==> config.mk <==
export PLATFORM = sky130hd
export DESIGN_NAME = fpu_cmp_unit
export DESIGN_NICKNAME = d
export VERILOG_FILES = /design/src/logic/fpu_pkg.sv /design/src/logic/fpu_cmp_unit.sv /design/src/logic/fp_except.sv /design/src/logic/fp_compare.sv /design/src/logic/cmp_decode.sv /design/src/logic/operand_forward.sv
export SDC_FILE = /design/constraint.sdc
export NUM_CORES = 1
export LEC_CHECK = 0
export ABC_AREA = 1
export BUFFER_PORTS_ARGS = -buffer_cell sky130_fd_sc_hd__buf_2
export CAP_MARGIN = 5
export CORE_ASPECT_RATIO = 1.25
export CORE_MARGIN = 5
export CORE_UTILIZATION = 45
export CTS_CLUSTER_SIZE = 12
export DETAILED_ROUTE_END_ITERATION = 8
export MAX_ROUTING_LAYER = met4
export PLACE_DENSITY = 0.76
export SYNTH_ARGS = -nofsm -noshare
export SYNTH_HDL_FRONTEND = slang
export SYNTH_SLANG_ARGS = --single-unit
==> constraint.sdc <==
create_clock -name clk -period 2.47 [get_ports clk]
set_clock_uncertainty 0.1 [all_clocks]
set_input_delay 0.1235 -clock clk [delete_from_list [all_inputs] [get_ports clk]]
set_output_delay 0.1235 -clock clk [all_outputs]
set_load 0.01 [all_outputs]
==> src/logic/fpu_pkg.sv <==
// fpu compare unit shared definitions
// operand words, forwarding selects, compare op codes, pipeline payloads
// and the exception retire codes
package fpu_pkg;

  // operand or result-bus word, binary64 or binary32 in the low half
  typedef logic [63:0] fp_word_t;

  // index of a forwarding result bus
  typedef logic [1:0] fwd_idx_t;

  // relation mask, bit order unordered, less, equal, greater
  typedef logic [3:0] rel_mask_t;

  // retire code reported for an enabled exception
  typedef logic [3:0] exc_code_t;

  localparam int DEFAULT_NUM_FWD = 4;

  localparam rel_mask_t REL_UNORD = 4'b1000;
  localparam rel_mask_t REL_LT    = 4'b0100;
  localparam rel_mask_t REL_EQ    = 4'b0010;
  localparam rel_mask_t REL_GT    = 4'b0001;

  localparam exc_code_t EXC_NONE    = 4'd0;
  localparam exc_code_t EXC_INVALID = 4'd1;
  localparam exc_code_t EXC_DENORM  = 4'd2;

  // _Q ops are quiet, _S ops trap on any NaN
  typedef enum logic [2:0] {
    CMP_EQ_Q    = 3'd0,
    CMP_LT_S    = 3'd1,
    CMP_LE_S    = 3'd2,
    CMP_UNORD_Q = 3'd3,
    CMP_NEQ_Q   = 3'd4,
    CMP_ORD_Q   = 3'd5
  } cmp_op_t;

  // register value is used when fwd_en is clear
  typedef struct packed {
    logic     fwd_en;
    fwd_idx_t fwd_idx;
  } operand_src_t;

  typedef struct packed {
    cmp_op_t      op;
    logic         sng;
    operand_src_t src_a;
    operand_src_t src_b;
  } issue_cmd_t;

  typedef struct packed {
    logic      sng;
    logic      signaling;
    rel_mask_t want;
  } cmp_ctrl_t;

  // result is the OR of the relations picked by want
  typedef struct packed {
    logic unord;
    logic lt;
    logic eq;
    logic gt;
    logic result;
  } cmp_flags_t;

  typedef struct packed {
    logic invalid;
    logic denormal;
  } exc_flags_t;

endpackage
==> src/logic/fpu_cmp_unit.sv <==
// pipelined floating-point compare unit
// forward, decode, compare and exception stages, results three cycles
// and retire codes four cycles after issue
`timescale 1ns/1ps

module fpu_cmp_unit #(
  parameter int NUM_FWD = fpu_pkg::DEFAULT_NUM_FWD
) (
  input  logic                            clk,
  input  logic                            rst,
  input  logic                            issue,
  input  fpu_pkg::issue_cmd_t             cmd,
  input  fpu_pkg::fp_word_t               reg_a,
  input  fpu_pkg::fp_word_t               reg_b,
  input  fpu_pkg::fp_word_t [NUM_FWD-1:0] fwd_bus,
  input  fpu_pkg::exc_flags_t             exc_enable,
  output logic                            res_valid,
  output fpu_pkg::cmp_flags_t             res_flags,
  output logic                            ret_valid,
  output fpu_pkg::exc_code_t              ret_code,
  output fpu_pkg::exc_flags_t             raised
);

  logic                fwd_valid;
  fpu_pkg::issue_cmd_t fwd_cmd;
  fpu_pkg::fp_word_t   op_a;
  fpu_pkg::fp_word_t   op_b;
  fpu_pkg::exc_flags_t fwd_enable;
  logic                dec_valid;
  fpu_pkg::cmp_ctrl_t  ctrl;
  fpu_pkg::fp_word_t   dec_a;
  fpu_pkg::fp_word_t   dec_b;
  fpu_pkg::exc_flags_t dec_enable;
  fpu_pkg::exc_flags_t res_enable;

  operand_forward #(.NUM_FWD(NUM_FWD)) i_operand_forward (
    .clk(clk), .rst(rst), .issue(issue), .cmd(cmd),
    .reg_a(reg_a), .reg_b(reg_b), .fwd_bus(fwd_bus), .exc_enable(exc_enable),
    .fwd_valid(fwd_valid), .fwd_cmd(fwd_cmd), .op_a(op_a), .op_b(op_b),
    .fwd_enable(fwd_enable)
  );

  cmp_decode i_cmp_decode (
    .clk(clk), .rst(rst), .fwd_valid(fwd_valid), .fwd_cmd(fwd_cmd),
    .op_a(op_a), .op_b(op_b), .fwd_enable(fwd_enable),
    .dec_valid(dec_valid), .ctrl(ctrl), .dec_a(dec_a), .dec_b(dec_b),
    .dec_enable(dec_enable)
  );

  fp_compare i_fp_compare (
    .clk(clk), .rst(rst), .dec_valid(dec_valid), .ctrl(ctrl),
    .dec_a(dec_a), .dec_b(dec_b), .dec_enable(dec_enable),
    .res_valid(res_valid), .res_flags(res_flags), .raised(raised),
    .res_enable(res_enable)
  );

  fp_except i_fp_except (
    .clk(clk), .rst(rst), .res_valid(res_valid), .raised(raised),
    .res_enable(res_enable), .ret_valid(ret_valid), .ret_code(ret_code)
  );

endmodule

==> src/logic/fp_except.sv <==
// compare exception encoder
// masks raised flags with the enables carried along the pipe and
// registers a retire code, invalid ahead of denormal
`timescale 1ns/1ps

module fp_except (
  input  logic                clk,
  input  logic                rst,
  input  logic                res_valid,
  input  fpu_pkg::exc_flags_t raised,
  input  fpu_pkg::exc_flags_t res_enable,
  output logic                ret_valid,
  output fpu_pkg::exc_code_t  ret_code
);

  fpu_pkg::exc_flags_t masked;
  fpu_pkg::exc_code_t  code_d;

  assign masked = raised & res_enable;

  always_comb begin
    if (masked.invalid) begin
      code_d = fpu_pkg::EXC_INVALID;
    end else if (masked.denormal) begin
      code_d = fpu_pkg::EXC_DENORM;
    end else begin
      code_d = fpu_pkg::EXC_NONE;
    end
  end

  // retire only when some enabled flag fired
  always_ff @(posedge clk) begin
    if (rst) begin
      ret_valid <= 1'b0;
    end else begin
      ret_valid <= res_valid & (|masked);
    end
  end

  always_ff @(posedge clk) begin
    ret_code <= code_d;
  end

  a_code_nonzero: assert property (
    @(posedge clk) disable iff (rst)
    ret_valid |-> ret_code != fpu_pkg::EXC_NONE
  );

endmodule

==> src/logic/fp_compare.sv <==
// floating-point compare stage
// classifies both operands as binary64 or binary32, orders them by sign
// and magnitude and reports the relation and the raised exceptions
`timescale 1ns/1ps

module fp_compare (
  input  logic                clk,
  input  logic                rst,
  input  logic                dec_valid,
  input  fpu_pkg::cmp_ctrl_t  ctrl,
  input  fpu_pkg::fp_word_t   dec_a,
  input  fpu_pkg::fp_word_t   dec_b,
  input  fpu_pkg::exc_flags_t dec_enable,
  output logic                res_valid,
  output fpu_pkg::cmp_flags_t res_flags,
  output fpu_pkg::exc_flags_t raised,
  output fpu_pkg::exc_flags_t res_enable
);

  // one operand seen through the selected field layout
  typedef struct packed {
    logic        sign;
    logic [62:0] mag;
    logic        nan;
    logic        snan;
    logic        zero;
    logic        denorm;
  } opnd_class_t;

  function automatic opnd_class_t classify(input fpu_pkg::fp_word_t w, input logic sng);
    opnd_class_t c;
    logic        exp_ones;
    logic        exp_zero;
    logic        frac_zero;
    logic        quiet;
    if (sng) begin
      // binary32 in the low word, upper half ignored
      c.sign    = w[31];
      c.mag     = {32'd0, w[30:0]};
      exp_ones  = &w[30:23];
      exp_zero  = ~|w[30:23];
      frac_zero = ~|w[22:0];
      quiet     = w[22];
    end else begin
      c.sign    = w[63];
      c.mag     = w[62:0];
      exp_ones  = &w[62:52];
      exp_zero  = ~|w[62:52];
      frac_zero = ~|w[51:0];
      quiet     = w[51];
    end
    c.nan    = exp_ones & ~frac_zero;
    c.snan   = c.nan & ~quiet;
    c.zero   = exp_zero & frac_zero;
    c.denorm = exp_zero & ~frac_zero;
    return c;
  endfunction

  opnd_class_t         a_c;
  opnd_class_t         b_c;
  logic                mag_lt;
  logic                mag_eq;
  fpu_pkg::cmp_flags_t flags_d;
  fpu_pkg::exc_flags_t raised_d;

  always_comb begin
    a_c     = classify(dec_a, ctrl.sng);
    b_c     = classify(dec_b, ctrl.sng);
    mag_lt  = a_c.mag < b_c.mag;
    mag_eq  = a_c.mag == b_c.mag;
    flags_d = '0;
    if (a_c.nan || b_c.nan) begin
      flags_d.unord = 1'b1;
    end else if ((a_c.zero && b_c.zero) || (a_c.sign == b_c.sign && mag_eq)) begin
      // +0 and -0 are equal
      flags_d.eq = 1'b1;
    end else if (a_c.sign != b_c.sign) begin
      flags_d.lt = a_c.sign;
      flags_d.gt = b_c.sign;
    end else if (a_c.sign) begin
      // both negative, larger magnitude is smaller
      flags_d.lt = ~mag_lt;
      flags_d.gt = mag_lt;
    end else begin
      flags_d.lt = mag_lt;
      flags_d.gt = ~mag_lt;
    end
    flags_d.result = |(ctrl.want & {flags_d.unord, flags_d.lt, flags_d.eq, flags_d.gt});

    raised_d.invalid  = a_c.snan | b_c.snan | (ctrl.signaling & flags_d.unord);
    raised_d.denormal = a_c.denorm | b_c.denorm;
  end

  always_ff @(posedge clk) begin
    if (rst) begin
      res_valid <= 1'b0;
    end else begin
      res_valid <= dec_valid;
    end
  end

  always_ff @(posedge clk) begin
    res_flags  <= flags_d;
    raised     <= raised_d;
    res_enable <= dec_enable;
  end

  // a decoded compare always resolves to exactly one relation
  a_one_relation: assert property (
    @(posedge clk) disable iff (rst)
    dec_valid |=> $onehot({res_flags.unord, res_flags.lt, res_flags.eq, res_flags.gt})
  );

endmodule

==> src/logic/cmp_decode.sv <==
// compare decode stage
// turns the op code into a relation mask and a signaling bit, and
// carries the operands and exception enables one stage further
`timescale 1ns/1ps

module cmp_decode (
  input  logic                clk,
  input  logic                rst,
  input  logic                fwd_valid,
  input  fpu_pkg::issue_cmd_t fwd_cmd,
  input  fpu_pkg::fp_word_t   op_a,
  input  fpu_pkg::fp_word_t   op_b,
  input  fpu_pkg::exc_flags_t fwd_enable,
  output logic                dec_valid,
  output fpu_pkg::cmp_ctrl_t  ctrl,
  output fpu_pkg::fp_word_t   dec_a,
  output fpu_pkg::fp_word_t   dec_b,
  output fpu_pkg::exc_flags_t dec_enable
);

  fpu_pkg::cmp_ctrl_t ctrl_d;

  always_comb begin
    ctrl_d.sng       = fwd_cmd.sng;
    ctrl_d.signaling = 1'b0;
    ctrl_d.want      = '0;
    case (fwd_cmd.op)
      fpu_pkg::CMP_EQ_Q: begin
        ctrl_d.want = fpu_pkg::REL_EQ;
      end
      fpu_pkg::CMP_LT_S: begin
        ctrl_d.want      = fpu_pkg::REL_LT;
        ctrl_d.signaling = 1'b1;
      end
      fpu_pkg::CMP_LE_S: begin
        ctrl_d.want      = fpu_pkg::REL_LT | fpu_pkg::REL_EQ;
        ctrl_d.signaling = 1'b1;
      end
      fpu_pkg::CMP_UNORD_Q: begin
        ctrl_d.want = fpu_pkg::REL_UNORD;
      end
      // not equal includes the unordered case
      fpu_pkg::CMP_NEQ_Q: begin
        ctrl_d.want = fpu_pkg::REL_UNORD | fpu_pkg::REL_LT | fpu_pkg::REL_GT;
      end
      fpu_pkg::CMP_ORD_Q: begin
        ctrl_d.want = fpu_pkg::REL_LT | fpu_pkg::REL_EQ | fpu_pkg::REL_GT;
      end
      // spare encodings select no relation
      default: ctrl_d.want = '0;
    endcase
  end

  always_ff @(posedge clk) begin
    if (rst) begin
      dec_valid <= 1'b0;
    end else begin
      dec_valid <= fwd_valid;
    end
  end

  always_ff @(posedge clk) begin
    ctrl       <= ctrl_d;
    dec_a      <= op_a;
    dec_b      <= op_b;
    dec_enable <= fwd_enable;
  end

endmodule

==> src/logic/operand_forward.sv <==
// operand forward stage
// picks each compare operand from the register file value or a live
// result bus and registers it with the command and exception enables
`timescale 1ns/1ps

module operand_forward #(
  parameter int NUM_FWD = fpu_pkg::DEFAULT_NUM_FWD
) (
  input  logic                                  clk,
  input  logic                                  rst,
  input  logic                                  issue,
  input  fpu_pkg::issue_cmd_t                   cmd,
  input  fpu_pkg::fp_word_t                     reg_a,
  input  fpu_pkg::fp_word_t                     reg_b,
  input  fpu_pkg::fp_word_t [NUM_FWD-1:0]       fwd_bus,
  input  fpu_pkg::exc_flags_t                   exc_enable,
  output logic                                  fwd_valid,
  output fpu_pkg::issue_cmd_t                   fwd_cmd,
  output fpu_pkg::fp_word_t                     op_a,
  output fpu_pkg::fp_word_t                     op_b,
  output fpu_pkg::exc_flags_t                   fwd_enable
);

  fpu_pkg::fp_word_t sel_a;
  fpu_pkg::fp_word_t sel_b;

  // live bus only, no registered copies of the result buses
  assign sel_a = cmd.src_a.fwd_en ? fwd_bus[cmd.src_a.fwd_idx] : reg_a;
  assign sel_b = cmd.src_b.fwd_en ? fwd_bus[cmd.src_b.fwd_idx] : reg_b;

  always_ff @(posedge clk) begin
    if (rst) begin
      fwd_valid <= 1'b0;
    end else begin
      fwd_valid <= issue;
    end
  end

  always_ff @(posedge clk) begin
    fwd_cmd    <= cmd;
    op_a       <= sel_a;
    op_b       <= sel_b;
    fwd_enable <= exc_enable;
  end

  // a forwarded operand must name a bus that exists on this unit
  a_fwd_idx_range: assert property (
    @(posedge clk) disable iff (rst)
    issue |-> (!cmd.src_a.fwd_en || int'(cmd.src_a.fwd_idx) < NUM_FWD) &&
              (!cmd.src_b.fwd_en || int'(cmd.src_b.fwd_idx) < NUM_FWD)
  );

endmodule

==> results of run 1 <==
-- cell usage in the layout, fill, tap and decap left out, types with 4 or more instances in the layout --
cell type | Yosys | routed
o21ai_0 | 132 | 132
nor3_1 | 9 | 8
a21oi_1 | 151 | 150
a31oi_1 | 128 | 128
o211ai_1 | 128 | 128
dfxtp_1 | 285 | 284
clkbuf_1 | 95 | 4
buf_2 | 17 | 403
nand3_1 | 20 | 20
buf_4 | 2 | 22
nor2_1 | 247 | 247
dlygate4sd3_1 | 0 | 264
inv_1 | 243 | 243
buf_12 | 0 | 12
nand4_1 | 30 | 30
nand2_2 | 4 | 4
nand2_1 | 295 | 295
diode_2 | 0 | 8
clkbuf_16 | 0 | 31
ha_1 | 63 | 63
-- power by group through the flow --
stage	sequential [mW]	clock (mW)	combinational, mW
6_report	5.24	3.74	2.42
4_1_cts	5.24	3.83	2.37
3_3_place_gp	5.34	0	1.88
3_5_place_dp	5.34	0	1.92
5_1_grt	5.29	4.03	2.71
2_1_floorplan	5.26	0	1.19
-- state kept, by name, summed over array words and instances (netlist names), 4 cells and up --
| name | flops |
|---|---|
| i_cmp_decode.dec_b | 64 |
| i_cmp_decode.dec_a | 64 |
| i_fp_compare.res_flags | 5 |
| i_operand_forward.fwd_cmd | 4 |
| i_cmp_decode.ctrl | 6 |
| i_operand_forward.op_b | 64 |
| i_operand_forward.op_a | 64 |
-- path summary, 6_finish.rpt --
kind | from | to | depth (start not counted)
max | i_cmp_decode.ctrl[5]$_DFF_P_ | i_fp_compare.res_flags[0]$_DFF_P_ | 14
min | exc_enable[0] | i_operand_forward.fwd_enable[0]$_DFF_P_ | 2
max reg2reg | i_cmp_decode.ctrl[5]$_DFF_P_ | i_fp_compare.res_flags[0]$_DFF_P_ | 14
min reg2reg | i_operand_forward.op_b[35]$_DFF_P_ | i_cmp_decode.dec_b[35]$_DFF_P_ | 0
-- timing repair --
item / in CTS / in global routing
setup endpoints to repair: 0 / 3
resized for setup: 0 / 7
hold buffers: 264 / 0
endpoints found under the hold margin: 138 / 0
-- critical path, cell delays in order (launching register included) --
cell	delay, ns
dfxtp_4	0.38
inv_4	0.11
buf_12	0.15
nand2_1	0.07
ha_1	0.33
nand4_1	0.15
nor3_1	0.19
nand2_1	0.10
nor2_1	0.15
nand3_2	0.11
nand2_2	0.10
nand3_1	0.07
nand2_1	0.07
clkinv_1	0.05
nand3_1	0.07
-- synth_stat cells, types with 2 or more instances --
cell type and instances:
nand2_1 295, o21ai_0 132, a21oi_1 151, clkbuf_1 95, nor2_1 247, nand2_2 4, inv_2 4, nor2_2 2
nor3_1 9, a21o_1 3, buf_1 7, nand3_1 20, o211ai_1 128, buf_2 17, ha_1 63, nand4_1 30
o21a_1 3, a31oi_1 128, dfxtp_1 285, inv_1 243, buf_4 2
-- logic make-up after synthesis --
kind of cell	count (synthesis)	share of synthesized area, %
simple gates	615	18.12
other cells	1	0.02742
fa+ha+maj	63	5.763
buf+inv	370	10.42
flops	285	41.71
xor+xnor	1	0.06404
compound gates	550	23.89
-- final cells by class --
| type | count | area, sq um | area share [%] |
|---|---|---|---|
| repair buffers | 705 | 5137 | 26.13 |
| clock buffers | 35 | 768.2 | 3.908 |
| flip-flops and latches | 285 | 5709 | 29.04 |
| inverters | 248 | 933.4 | 4.748 |
| multi-input cells | 1231 | 6560 | 33.37 |
| well taps | 401 | 501.7 | 2.552 |
| diodes | 8 | 20.02 | 0.1018 |
| clock inverters | 4 | 28.78 | 0.1464 |
-- metal layers --
metal | routed length [um] | global-route usage (%) | share of wire (%)
met1 | 18460 | 31.71 | 40
met2 | 22630 | 45.13 | 49
met3 | 3149 | 3.976 | 6.8
met4 | 1997 | 11.76 | 4.3
met5 | 0 | - | 0
==> results.yml, run 1 <==
status:
  status: "finished, final reports clean"
sta:
  fmax_mhz: 444.5
  drv_slew: 0
  setup_viol: 0
  period_share_pct: 91.07
  slew_headroom_pct: 51.36
  whs_ns: 0.1512
  finalWorstSetupSlack_ns: 0.2205
  setup_tns_ns: 0
  hold_violations: 0
  min_period_ns: 2.250
  tightest_slew_ns: 0.7296
  rsz0062_at_grt: "false"
layout:
  syn_to_final_growth_pct: 43.73
  finalInstanceArea_sq_um: 19660
  n_fill_cell: 2491
  fin_util_pct: 65.47
  nets: 2962
  final_cell_count_no_fill: 2917
  drive_gt1_share_pct: 19.74
global_route:
  overflow: 0
  grt_pass1_vias: 15450
  grt_max_degree: 129
  antenna_found_initial: 9
  grt_pass1_wl_um: 74350
  grt_usage_pct: 26.68
run:
  cap_violations: 0
placed_design:
  post-place-ws_ns: 0.1441
  port_buffers: 409
  dp_hpwl_um: 32670
  dp.cells: 2604
  place_area_sq_um: 16120
  gp_congestion: 0.9095
setup_path:
  arrival_ns: 2.61
  path_max_fanout: 18
  required_ns: 2.83
  startpoint_type: "flip-flop"
  reg2reg_setup_slack_ns: 0.22
  path_class: "reg -> reg"
  end_kind: "flip-flop"
hold_path:
  min_path_type: "in -> reg"
yosys:
  netlist.area_leader.share_pct: 41.71
  syn_avg_cell_area_sq_um: 7.256
  synthTopCellsByArea: "dfxtp_1 (42%), nand2_1 (8.1%), o211ai_1 (7.0%), nor2_1 (6.8%), inv_1 (6.7%)"
  synth_area_sq_um: 13680
  synth_edf_count: 0
  ys_seq_area_share_pct: 41.71
  ys_ff_latch: 285
  synth_area_leader_cell: "dfxtp_1"
  ys_types: 38
  async_flop_share_pct: 0
  yosysWarningCount: 0
  synth_flop_cell: "dfxtp_1"
  synth_cells: 1885
power:
  p_int_mw: 8.397
  switchingPower_mw: 3.004
  power.leakage_nw: 9.424
  p_clk_share_pct: 32.8
  combPwrFrac_pct: 21.2
  powerDensity_nw_per_um2: 579.9
  vdd_ir_drop_max_mv: 0.4525
  seq_power_share_pct: 46.0
  power.share.switching_pct: 26.35
  total_power_mw: 11.40
clock_network:
  cts_buffer_depth: 3
  numCtsBuffers: 29
  cts-root-buf: "clkbuf_16"
  cts_sinks: 285
  post-cts-setup-buffers: 0
  cts_max_level: 1
  cts_tree: "yes"
  clkTransAtPathRegs_ns: 0.06
  clk_latency_ns: 0.52
floorplan:
  coreArea_sq_um: 30030
  num_rows: 71
  die_area_sq_um: 34000
  io-pin-count: 412
  die_h_um: 204.9
  initial_core_util_pct: 45.55
  dieWidth_um: 165.9
route:
  dr.pass1.iters: 5
  antenna_left: 0
  avgViaCountPerCell: 5.302
  routedWlPerCell_um: 15.85
  drc: 0
  routed_wl_um: 46240
  dr_total_vias: 15470
  drt_iter0_drc: 1089
Power figures use the tool's default switching activity.
==> run 2: changes to the inputs <==
- CORE_UTILIZATION: 45 -> 47
- PLACE_DENSITY: 0.76 -> 0.79
==> run 2 against run 1 <==
Compared with the run above:
- non-clock buffer count up 1
- total power is 1.1% higher
- via count grew 1.0%
- wire length is 3.2% higher
- utilization is 3.3 points higher
- die area is 4.0% lower
- critical path type unchanged
==> results.yml, run 2 (same netlist as run 1, synthesis figures left out) <==
sta:
  rsz0062_at_grt: "false"
  period_share_pct: 90.02
  tightest_slew_ns: 0.5691
  hold_violations: 0
  drv_slew: 0
  min_period_ns: 2.223
  fmax_mhz: 449.8
  setup_tns_ns: 0
  whs_ns: 0.1315
  setup_viol: 0
  slew_headroom_pct: 62.06
setup_path:
  required_ns: 2.80
  startpoint_type: "flip-flop"
  reg2reg_from: "i_cmp_decode.ctrl[5]$_DFF_P_"
  arrival_ns: 2.56
  path_class: "reg -> reg"
  cpMostUsedCell: "nand2_1"
  path_max_fanout: 15
  max_stage_delay_ns: 0.37
  path_buf_inv: 2
  crit_path_top_delay_cell: "dfxtp_2"
  cp_top_family: "simple AND/OR/NAND/NOR gates"
  crit_start: "i_cmp_decode.ctrl[5]$_DFF_P_"
  end_kind: "flip-flop"
  cp_cell_sequence: "buf_6 -> nor2_1 -> ha_1 -> nand2_1 -> inv_1 -> nand2_1 -> nand2_1 -> nor2_1 -> nand2_1 -> nand2_1 -> nand2_1 -> a21oi_2 -> nand2_1 -> nand2_1 -> nand2_1 -> nand3_1 -> nand3_1"
power:
  vdd_ir_drop_max_mv: 0.3053
  power.leakage_nw: 9.438
  powerDensity_nw_per_um2: 586.4
layout:
  syn_to_final_growth_pct: 43.70
  final_common_cell: "buf_2"
  final_cell_count_no_fill: 2905
  nets: 2963
  drive_gt1_share_pct: 19.72
  mostFrequentLayoutCells: "buf_2 (403), nand2_1 (295), dfxtp_1 (284), dlygate4sd3_1 (267), nor2_1 (247)"
  fin_util_pct: 68.78
floorplan:
  die_area_sq_um: 32640
  coreArea_sq_um: 28580
  io-pin-count: 412
  num_rows: 69
  die_h_um: 200.7
  initial_core_util_pct: 47.87
  dieWidth_um: 162.6
clock_network:
  numCtsBuffers: 29
  cts_sinks: 285
  cts_tree: "yes"
  clk_latency_ns: 0.54
  cts_buffer_depth: 3
  cts-root-buf: "clkbuf_16"
  clkTransAtPathRegs_ns: 0.06
  cts_max_level: 1
global_route:
  grt_pass1_vias: 15680
  grt_usage_pct: 28.43
  grt_max_degree: 86
  grt_pass1_wl_um: 75700
  overflow: 0
  antenna_found_initial: 5
route:
  drc: 0
  top_layer: "met4"
  routed_wl_um: 47700
  antenna_left: 0
  avgViaCountPerCell: 5.378
  drt_iter0_drc: 1266
  dr_total_vias: 15620
  wl_met3_um: 3148
  dr.pass1.iters: 6
  wl_met1_um: 18690
  routedWlPerCell_um: 16.42
  met2_length_um: 23410
placed_design:
  gp_congestion: 0.9404
  port_buffers: 409
  dp.cells: 2593
  dp_hpwl_um: 33190
run:
  cap_violations: 0
hold_path:
  min_path_type: "in -> reg"
  hp-start: "exc_enable[0]"
status:
  status: "finished, final reports clean"
-- run 2: cell count changes in the layout (fill, tap and decap cells not counted), moves of 2 or more --
cell,before,now
buf_6,2,4
buf_4,22,19
inv_6,0,2
dlygate4sd3_1,264,267
clkbuf_16,31,29
diode_2,8,5
-- run 2: path summary, 6_finish.rpt --
| kind | slack (ns) | depth (start not counted) | end |
|---|---|---|---|
| max | 0.25 | 17 | i_fp_compare.res_flags[0]$_DFF_P_ |
| min | 0.13 | 2 | i_operand_forward.fwd_enable[0]$_DFF_P_ |
| max reg2reg | 0.25 | 17 | i_fp_compare.res_flags[0]$_DFF_P_ |
| min reg2reg | 0.22 | 0 | i_cmp_decode.dec_a[48]$_DFF_P_ |
-- run 2: per-layer routing --
metal	GRT usage, %	vias to the layer above
met2	49.06	853
met3	3.471	209
met5	-	-
met1	33.06	7033
met4	12.62	0
li1	-	7528
-- run 2: cell type report --
class | instances | area (sq um)
inverter | 248 | 930.9
clock inverter | 5 | 35.03
clock buffer | 35 | 778.2
multi-input combinational | 1231 | 6566
fill | 2237 | 8921
tap | 390 | 488.0
antenna | 5 | 12.51
sequential | 285 | 5707
timing repair buffer | 706 | 5137
-- run 2: stage by stage --
stage	total power, mW	cell area, sq um	worst slack (ns)
6_report	11.53	19660	0.2466
5_1_grt	12.10	19660	0.01523
4_1_cts	11.53	19610	0.1056
3_5_place_dp	7.265	16120	0.1223
3_3_place_gp	7.219	16120	0.1760
2_1_floorplan	6.444	13680	0.1477
-- run 2: report_power, final --
group          switching (mW)  leakage [nW]  internal (mW)  total, mW
sequential              0.199          2.40           5.04       5.24
combinational            1.25          6.64           1.20       2.45
clock                    1.64         0.400           2.19       3.83
total                    3.09          9.44           8.43       11.5
-- run 2: timing repair --
item,4_1_cts,5_1_grt
hold buffers,267,0
hold endpoints to repair,138,0
buffers inserted,0,0
endpoints found under the setup margin,0,4
gates resized for setup,0,9
-- run 2: worst reg2reg max path, stage by stage (launching register included) --
cell	delay, ns
dfxtp_2	0.37
buf_6	0.19
nor2_1	0.09
ha_1	0.30
nand2_1	0.10
inv_1	0.06
nand2_1	0.07
nand2_1	0.05
nor2_1	0.08
nand2_1	0.06
nand2_1	0.05
nand2_1	0.08
a21oi_2	0.16
nand2_1	0.09
nand2_1	0.06
nand2_1	0.07
nand3_1	0.08
nand3_1	0.07
